===== config.mk =====
export PLATFORM = sky130hd
export DESIGN_NAME = fetch_decode_top
export DESIGN_NICKNAME = d
export VERILOG_FILES = /design/src/verilog/rv_isa_pkg.sv /design/src/verilog/frontend_pkg.sv /design/src/verilog/fetch_control.sv /design/src/verilog/fetch_decode_top.sv /design/src/verilog/immediate_gen.sv /design/src/verilog/instruction_register.sv /design/src/verilog/program_counter.sv
export VERILOG_INCLUDE_DIRS = /design/src /design/src/verilog
export SDC_FILE = /design/constraint.sdc
export NUM_CORES = 1
export LEC_CHECK = 0
export ABC_AREA = 0
export BUFFER_PORTS_ARGS = -buffer_cell sky130_fd_sc_hd__buf_2
export CORE_UTILIZATION = 50
export DETAILED_ROUTE_END_ITERATION = 6
export PLACE_DENSITY = 0.82
export SLEW_MARGIN = 20
export SYNTH_ARGS = -nofsm -noshare
export SYNTH_HDL_FRONTEND = slang
export SYNTH_HIERARCHICAL = 1
export SYNTH_SLANG_ARGS = --single-unit

===== constraint.sdc =====
create_clock -name clk -period 7.4 [get_ports clk]
set_clock_uncertainty 0.1 [all_clocks]
set_input_delay 0.37 -clock clk [delete_from_list [all_inputs] [get_ports clk]]
set_output_delay 0.37 -clock clk [all_outputs]
set_load 0.02 [all_outputs]

===== src/verilog/core_defs.svh =====
`ifndef CORE_DEFS_SVH
`define CORE_DEFS_SVH

// Data and address width
`define XLEN 32

`define RESET_PC 32'h0000_0000

// Width of a decoded instruction identity
`define INSTR_ID_W 8

`endif


===== src/verilog/rv_isa_pkg.sv =====
`include "core_defs.svh"

package rv_isa_pkg;

  // Major opcodes, bits 6 to 0 of the instruction word
  typedef enum logic [6:0] {
    OP     = 7'b0110011,
    OP_IMM = 7'b0010011,
    LOAD   = 7'b0000011,
    STORE  = 7'b0100011,
    BRANCH = 7'b1100011,
    JAL    = 7'b1101111,
    JALR   = 7'b1100111,
    LUI    = 7'b0110111,
    AUIPC  = 7'b0010111,
    SYSTEM = 7'b1110011,
    AMO    = 7'b0101111
  } major_opcode_t;

  // Numbered instruction identities; 51, 52 and 55 are not assigned
  typedef enum logic [`INSTR_ID_W-1:0] {
    INSTR_ADD = 0, INSTR_SUB, INSTR_SLL, INSTR_SLT, INSTR_SLTU,
    INSTR_XOR, INSTR_SRL, INSTR_SRA, INSTR_OR, INSTR_AND,
    INSTR_MUL, INSTR_MULH, INSTR_MULHSU, INSTR_MULHU,
    INSTR_DIV, INSTR_DIVU, INSTR_REM, INSTR_REMU,
    INSTR_ADDI, INSTR_SLTI, INSTR_SLTIU, INSTR_XORI, INSTR_ORI, INSTR_ANDI,
    INSTR_SLLI, INSTR_SRLI, INSTR_SRAI,
    INSTR_LB, INSTR_LH, INSTR_LW, INSTR_LBU, INSTR_LHU,
    INSTR_SB, INSTR_SH, INSTR_SW,
    INSTR_BEQ, INSTR_BNE, INSTR_BLT, INSTR_BGE, INSTR_BLTU, INSTR_BGEU,
    INSTR_JAL, INSTR_JALR, INSTR_LUI, INSTR_AUIPC,
    INSTR_CSRRW, INSTR_CSRRS, INSTR_CSRRC,
    INSTR_CSRRWI, INSTR_CSRRSI, INSTR_CSRRCI,
    INSTR_ECALL = 53, INSTR_EBREAK,
    INSTR_SRET = 56, INSTR_MRET, INSTR_WFI, INSTR_SFENCE_VMA,
    INSTR_AMOSWAP,
    INSTR_UNKNOWN = 255
  } instr_id_t;

  // Immediate formats; IMM_Z is the 5-bit CSR immediate in the rs1 field
  typedef enum logic [2:0] {
    IMM_NONE,
    IMM_I,
    IMM_S,
    IMM_B,
    IMM_U,
    IMM_J,
    IMM_Z
  } imm_fmt_t;

endpackage

===== src/verilog/frontend_pkg.sv =====
`include "core_defs.svh"

package frontend_pkg;

  // Front-end control phases
  typedef enum logic [1:0] {
    FETCH,  // Request on imem
    WAIT,   // Waiting for the response pulse
    DECODE, // Word latched, fetch_over high
    ISSUE   // Packet offered to execute
  } ctrl_state_t;

  // Decoded instruction handed to the execute stage
  typedef struct packed {
    logic [`XLEN-1:0]      pc;
    logic [`XLEN-1:0]      raw;
    rv_isa_pkg::instr_id_t id;
    logic [4:0]            rd;
    logic [4:0]            rs1;
    logic [4:0]            rs2;
    logic [`XLEN-1:0]      imm;
  } issue_pkt_t;

endpackage


===== src/verilog/fetch_control.sv =====
`timescale 1ns/10ps

module fetch_control (
  input  logic                      clk,
  input  logic                      reset,
  input  logic                      imem_req_ready,
  input  logic                      fetch_over,
  input  logic                      issue_ready,
  output frontend_pkg::ctrl_state_t state,
  output logic                      imem_req_valid,
  output logic                      issue_valid,
  output logic                      pc_advance
);

  import frontend_pkg::*;

  ctrl_state_t state_q;

  // DECODE is the WAIT cycle in which the instruction register reports
  // its capture, so the phase follows fetch_over without a cycle of lag
  always_comb begin
    if (state_q == WAIT && fetch_over) begin
      state = DECODE;
    end else begin
      state = state_q;
    end
  end

  assign imem_req_valid = (state == FETCH);
  assign issue_valid    = (state == ISSUE);
  assign pc_advance     = issue_valid && issue_ready; // Issue transfer

  always_ff @(posedge clk) begin
    if (reset) begin
      state_q <= FETCH;
    end else begin
      case (state)
        FETCH: begin
          if (imem_req_ready) begin
            state_q <= WAIT; // Request accepted
          end
        end
        WAIT: begin
          state_q <= WAIT; // Held until fetch_over
        end
        DECODE: begin
          state_q <= ISSUE;
        end
        ISSUE: begin
          if (issue_ready) begin
            state_q <= FETCH;
          end
        end
        default: begin
          state_q <= FETCH;
        end
      endcase
    end
  end

endmodule


===== src/verilog/fetch_decode_top.sv =====
`timescale 1ns/10ps
`include "core_defs.svh"

module fetch_decode_top (
  input  logic                     clk,
  input  logic                     reset,
  output logic                     imem_req_valid,
  output logic [`XLEN-1:0]         imem_addr,
  input  logic                     imem_req_ready,
  input  logic                     imem_rsp_valid,
  input  logic [`XLEN-1:0]         imem_rsp_data,
  output logic                     issue_valid,
  output frontend_pkg::issue_pkt_t issue,
  input  logic                     issue_ready,
  input  logic                     redirect_valid,
  input  logic [`XLEN-1:0]         redirect_pc
);

  import rv_isa_pkg::*;
  import frontend_pkg::*;

  ctrl_state_t      state;
  logic             pc_advance;
  logic             fetch_over;
  logic [`XLEN-1:0] pc;
  logic [`XLEN-1:0] ir;
  instr_id_t        id;
  imm_fmt_t         fmt;
  logic [`XLEN-1:0] imm;

  program_counter u_pc (
    .clk            (clk),
    .reset          (reset),
    .pc_advance     (pc_advance),
    .redirect_valid (redirect_valid),
    .redirect_pc    (redirect_pc),
    .pc             (pc)
  );

  fetch_control u_ctrl (
    .clk            (clk),
    .reset          (reset),
    .imem_req_ready (imem_req_ready),
    .fetch_over     (fetch_over),
    .issue_ready    (issue_ready),
    .state          (state),
    .imem_req_valid (imem_req_valid),
    .issue_valid    (issue_valid),
    .pc_advance     (pc_advance)
  );

  instruction_register u_ir (
    .clk        (clk),
    .reset      (reset),
    .state      (state),
    .rsp_valid  (imem_rsp_valid),
    .rsp_data   (imem_rsp_data),
    .ir         (ir),
    .id         (id),
    .fmt        (fmt),
    .fetch_over (fetch_over)
  );

  immediate_gen u_imm (
    .ir  (ir),
    .fmt (fmt),
    .imm (imm)
  );

  assign imem_addr = pc; // pc only moves at the issue transfer

  always_comb begin
    issue.pc  = pc;
    issue.raw = ir;
    issue.id  = id;
    issue.rd  = ir[11:7];
    issue.rs1 = ir[19:15];
    issue.rs2 = ir[24:20];
    issue.imm = imm;
  end

endmodule


===== src/verilog/immediate_gen.sv =====
`timescale 1ns/10ps
`include "core_defs.svh"

module immediate_gen (
  input  logic [`XLEN-1:0]     ir,
  input  rv_isa_pkg::imm_fmt_t fmt,
  output logic [`XLEN-1:0]     imm
);

  import rv_isa_pkg::*;

  always_comb begin
    case (fmt)
      IMM_I: begin
        imm = {{(`XLEN-12){ir[31]}}, ir[31:20]};
      end
      IMM_S: begin
        imm = {{(`XLEN-12){ir[31]}}, ir[31:25], ir[11:7]};
      end
      IMM_B: begin // Branch offset, bit 0 always zero
        imm = {{(`XLEN-13){ir[31]}}, ir[31], ir[7], ir[30:25], ir[11:8], 1'b0};
      end
      IMM_U: begin
        imm = {ir[31:12], 12'b0};
      end
      IMM_J: begin
        imm = {{(`XLEN-21){ir[31]}}, ir[31], ir[19:12], ir[20], ir[30:21], 1'b0};
      end
      IMM_Z: begin
        imm = {{(`XLEN-5){1'b0}}, ir[19:15]}; // CSR uimm, zero-extended
      end
      default: begin
        imm = '0;
      end
    endcase
  end

endmodule


===== src/verilog/instruction_register.sv =====
`timescale 1ns/10ps
`include "core_defs.svh"

module instruction_register (
  input  logic                      clk,
  input  logic                      reset,
  input  frontend_pkg::ctrl_state_t state,
  input  logic                      rsp_valid,
  input  logic [`XLEN-1:0]          rsp_data,
  output logic [`XLEN-1:0]          ir,
  output rv_isa_pkg::instr_id_t     id,
  output rv_isa_pkg::imm_fmt_t      fmt,
  output logic                      fetch_over
);

  import rv_isa_pkg::*;
  import frontend_pkg::*;

  logic [2:0] funct3;
  logic [6:0] funct7;
  instr_id_t  id_next;
  imm_fmt_t   fmt_next;
  logic       capture;

  assign funct3  = rsp_data[14:12];
  assign funct7  = rsp_data[31:25];
  assign capture = (state == WAIT) && rsp_valid;

  // Format follows the opcode even when funct bits are invalid
  always_comb begin
    id_next  = INSTR_UNKNOWN;
    fmt_next = IMM_NONE;
    case (rsp_data[6:0])
      OP: begin
        if (funct7 == 7'b0000000) begin
          case (funct3)
            3'b000: id_next = INSTR_ADD;
            3'b001: id_next = INSTR_SLL;
            3'b010: id_next = INSTR_SLT;
            3'b011: id_next = INSTR_SLTU;
            3'b100: id_next = INSTR_XOR;
            3'b101: id_next = INSTR_SRL;
            3'b110: id_next = INSTR_OR;
            default: id_next = INSTR_AND;
          endcase
        end else if (funct7 == 7'b0100000) begin
          if (funct3 == 3'b000) id_next = INSTR_SUB;
          else if (funct3 == 3'b101) id_next = INSTR_SRA;
        end else if (funct7 == 7'b0000001) begin
          case (funct3) // RV32M
            3'b000: id_next = INSTR_MUL;
            3'b001: id_next = INSTR_MULH;
            3'b010: id_next = INSTR_MULHSU;
            3'b011: id_next = INSTR_MULHU;
            3'b100: id_next = INSTR_DIV;
            3'b101: id_next = INSTR_DIVU;
            3'b110: id_next = INSTR_REM;
            default: id_next = INSTR_REMU;
          endcase
        end
      end
      OP_IMM: begin
        fmt_next = IMM_I;
        case (funct3)
          3'b000: id_next = INSTR_ADDI;
          3'b010: id_next = INSTR_SLTI;
          3'b011: id_next = INSTR_SLTIU;
          3'b100: id_next = INSTR_XORI;
          3'b110: id_next = INSTR_ORI;
          3'b111: id_next = INSTR_ANDI;
          3'b001: if (funct7 == 7'b0000000) id_next = INSTR_SLLI;
          default: begin // Shift right, arithmetic or logical by funct7
            if (funct7 == 7'b0000000) id_next = INSTR_SRLI;
            else if (funct7 == 7'b0100000) id_next = INSTR_SRAI;
          end
        endcase
      end
      LOAD: begin
        fmt_next = IMM_I;
        case (funct3)
          3'b000: id_next = INSTR_LB;
          3'b001: id_next = INSTR_LH;
          3'b010: id_next = INSTR_LW;
          3'b100: id_next = INSTR_LBU;
          3'b101: id_next = INSTR_LHU;
          default: id_next = INSTR_UNKNOWN;
        endcase
      end
      STORE: begin
        fmt_next = IMM_S;
        case (funct3)
          3'b000: id_next = INSTR_SB;
          3'b001: id_next = INSTR_SH;
          3'b010: id_next = INSTR_SW;
          default: id_next = INSTR_UNKNOWN;
        endcase
      end
      BRANCH: begin
        fmt_next = IMM_B;
        case (funct3)
          3'b000: id_next = INSTR_BEQ;
          3'b001: id_next = INSTR_BNE;
          3'b100: id_next = INSTR_BLT;
          3'b101: id_next = INSTR_BGE;
          3'b110: id_next = INSTR_BLTU;
          3'b111: id_next = INSTR_BGEU;
          default: id_next = INSTR_UNKNOWN;
        endcase
      end
      JAL: begin
        fmt_next = IMM_J;
        id_next  = INSTR_JAL;
      end
      JALR: begin
        fmt_next = IMM_I;
        if (funct3 == 3'b000) id_next = INSTR_JALR;
      end
      LUI: begin
        fmt_next = IMM_U;
        id_next  = INSTR_LUI;
      end
      AUIPC: begin
        fmt_next = IMM_U;
        id_next  = INSTR_AUIPC;
      end
      SYSTEM: begin
        fmt_next = funct3[2] ? IMM_Z : ((funct3 == 3'b000) ? IMM_NONE : IMM_I);
        case (funct3)
          3'b000: begin // Privileged ops match on the whole word, URET included as unknown
            if (rsp_data == 32'h0000_0073) id_next = INSTR_ECALL;
            else if (rsp_data == 32'h0010_0073) id_next = INSTR_EBREAK;
            else if (rsp_data == 32'h1020_0073) id_next = INSTR_SRET;
            else if (rsp_data == 32'h3020_0073) id_next = INSTR_MRET;
            else if (rsp_data == 32'h1050_0073) id_next = INSTR_WFI;
            else if (rsp_data == 32'h1200_0073) id_next = INSTR_SFENCE_VMA;
          end
          3'b001: id_next = INSTR_CSRRW;
          3'b010: id_next = INSTR_CSRRS;
          3'b011: id_next = INSTR_CSRRC;
          3'b101: id_next = INSTR_CSRRWI;
          3'b110: id_next = INSTR_CSRRSI;
          3'b111: id_next = INSTR_CSRRCI;
          default: id_next = INSTR_UNKNOWN;
        endcase
      end
      AMO: begin
        if (funct3 == 3'b010 && rsp_data[31:27] == 5'b00001) id_next = INSTR_AMOSWAP;
      end
      default: id_next = INSTR_UNKNOWN;
    endcase
  end

  always_ff @(posedge clk) begin
    if (capture) begin
      ir  <= rsp_data;
      id  <= id_next;
      fmt <= fmt_next;
    end
  end

  always_ff @(posedge clk) begin
    if (reset) begin
      fetch_over <= 1'b0;
    end else begin
      fetch_over <= capture; // One-cycle pulse after the capture edge
    end
  end

endmodule


===== src/verilog/program_counter.sv =====
`timescale 1ns/10ps
`include "core_defs.svh"

module program_counter (
  input  logic             clk,
  input  logic             reset,
  input  logic             pc_advance,
  input  logic             redirect_valid,
  input  logic [`XLEN-1:0] redirect_pc,
  output logic [`XLEN-1:0] pc
);

  localparam logic [`XLEN-1:0] PC_STEP = 4; // One 32-bit word

  always_ff @(posedge clk) begin
    if (reset) begin
      pc <= `RESET_PC;
    end else if (pc_advance) begin
      if (redirect_valid) begin
        pc <= redirect_pc; // Execute stage took a jump or branch
      end else begin
        pc <= pc + PC_STEP;
      end
    end
  end

endmodule


==> reports/results.ini <==
[placement]
dpl-instance-area_sq_um = 6220
portBuffers = 222
place.gp.congestion = 0.962
place_ws_ns = 4.69
placed_cells = 917
post-dp-hpwl_mm = 12.2

[worst_setup_path]
path_buf_inv = 1
cp_top_family = flip-flops
critPathMaxFanout = 24
crit_path_top_delay_cell = edfxtp_1
cpPeakStageDelay_ns = 0.77
path_cells = and2b_1 -> o21ai_2 -> o21ai_0 -> buf_2
cp.required_ns = 6.93
critPathArrivalTime_ns = 2.16
end_kind = output port
path_class = reg -> out
critPathLaunchType = flop

[routing]
vias = 5787
drcViolationCount = 0
finalWirelength_mm = 16.9
dr.pass1.iters = 5
first_iter_violations = 657
viasPerCell = 6.19
wl_per_cell_um = 18.1
drtAntennaViolNets = 0

[power_and_ir_drop]
power_uw = 965
leakagePower_nw = 2.73
powerDensity_nw_per_um2 = 149
ir_worst_vdd_mv = 0.0796

[clocking]
insertion_delay_ns = 0.37
cts_setup_buffers = 0
h-tree-depth = 3
path_clk_slew_ns = 0.09
postCtsHoldBufs = 0
clockRootBuffer = clkbuf_8
cts.sinks = 77
cts_max_path_buffers = 2
cts_buffers = 9
cts_resized = 0
cts_tree = built

[sta]
fin_crit_sh_pct = 35.6
setup_slack_ns = 4.77
fmax_ghz = 0.380
holdWs_ns = 0.0918
setup_tns_ns = 0
slew_headroom_pct = 46.4
worst_slew_pin_slew_ns = 0.804
rsz0062_at_grt = false
period_needed_ns = 2.63
hold_viol = 0
setup_violations = 0
final_max_slew_viol_count = 0

[synth]
netlist_area_sq_um = 5470
avgSynthCellArea_sq_um = 8.41
synth-edff-count = 42
ys_ff_latch = 77
ys.flop_type = edfxtp_1
async_flop_share_pct = 0
ys_seq_area_share_pct = 35.9
yosysUniqueCellTypes = 91
netlist_instances = 650
synth_nets = 721
yosysWarnings = 6

[finish]
fin_cells = 935
layout_common_cells = buf_2 (222), nand2_1 (70), edfxtp_1 (42), o21ai_0 (38)
nFillCells = 951
final_core_util_pct = 61.7
drive_gt1_share_pct = 33.8
fin_nets = 864
areaGrowthSynthToFinish_pct = 18.0
fin_area_sq_um = 6450
final_common_cell = buf_2

[grt]
grt.overflow.total = 0
grt_max_degree = 47
antenna_found_initial = 1
gr-usage-all-layers_pct = 28.9
first_global_vias = 5138
grt_pass1_wl_mm = 26.0

[floorplan]
io_pins = 223
core_sq_um = 10500
initial_core_util_pct = 52.2
fp.dieArea_sq_um = 11400
die_h_um = 107
die_width_um = 107
num_rows = 37

[outcome]
status = finished clean

[run]
cap_violations = 0

[hold_path]
hp-class = in -> reg

==> final timing paths <==
kind	endpoint	depth (start not counted)	from	slack, ns
setup / recovery	issue[20]	4	u_ir/fmt[1]	4.77
hold reg to reg	u_pc/pc[0]	2	u_pc/pc[0]	0.38
hold / removal	u_ir/ir[11]	1	imem_rsp_data[11]	0.09
setup reg to reg	u_pc/pc[29]	5	u_ctrl/state_q[0]	4.86
==> synth_stat cells, drive strengths merged, types with 4 or more instances <==
cell type	number	area, sq um
nand2	70	263
buf	57	415
edfxtp	42	1260
o21ai	41	209
clkbuf	36	135
nor2	36	135
dfxtp	35	701
a21oi	34	174
nand3	21	110
nand4	17	113
nor3	17	90.1
a21o	15	113
and2	15	97.6
nor4	15	93.8
inv	14	52.6
a31oi	13	81.3
a22oi	12	90.1
a211oi	10	75.1
nor2b	10	62.6
or4	10	82.6
and3	8	51.3
mux2i	8	80.1
o211ai	8	60.1
nand2b	6	37.5
a211o	5	43.8
a32oi	5	43.8
and4	5	45.0
a31o	4	35.0
and2b	4	32.5
and3b	4	35.0
nor3b	4	35.0
o31ai	4	30.0
==> cell type report <==
| class | instances | area (sq um) | share of cell area (%) |
|---|---|---|---|
| well taps | 136 | 170 | 2.64 |
| clock inverters | 7 | 81.3 | 1.26 |
| multi-input cells | 465 | 2910 | 45.1 |
| inverters | 15 | 56.3 | 0.873 |
| repair buffers | 225 | 1150 | 17.8 |
| clock buffers | 9 | 124 | 1.92 |
| flip-flops and latches | 77 | 1960 | 30.4 |
| diodes | 1 | 2.50 | 0.0388 |
==> logic make-up (layout without fill, tap and decap cells) <==
kind of cell	count (synthesis)	in the layout	share of synthesized area [%]
AO/OA/AOI/OAI	193	193	24.1
flip-flops	77	77	35.9
AND/OR/NAND/NOR	259	259	26.5
XOR/XNOR	2	2	0.320
other	0	1	0
buffers and inverters	108	256	11.1
multiplexers	10	10	1.88
adder cells (fa/ha/maj)	1	1	0.229
==> report_power, final <==
group	leakage [nW]	switching [mW]	internal, mW
clock network	0.106	0.173	0.161
registers	0.669	0.0109	0.464
logic	1.95	0.101	0.0543
total	2.73	0.286	0.679
==> worst register-to-register path, cell delays in order, from the launching register on <==
cell	delay, ns
dfxtp_1	0.43
and3_2	0.70
and2_1	0.69
mux2i_1	0.18
a31o_2	0.24
a21oi_1	0.14
==> sequential cells by signal, indices dropped and copies added, names as in the netlist <==
signal / cells
u_ir/ir: 32
u_pc/pc: 32
u_ir/id: 7
u_ir/fmt: 3
u_ctrl/state_q: 2
u_ir/fetch_over: 1
==> routing by layer <==
metal	GRT usage (%)	vias up	routed length, um
met1	38.1	2703	7230
met5	0	-	0
met3	5.82	39	1390
met2	46.0	348	7870
li1	-	2697	-
met4	12.3	0	418
(Power assumes the default switching activity.)
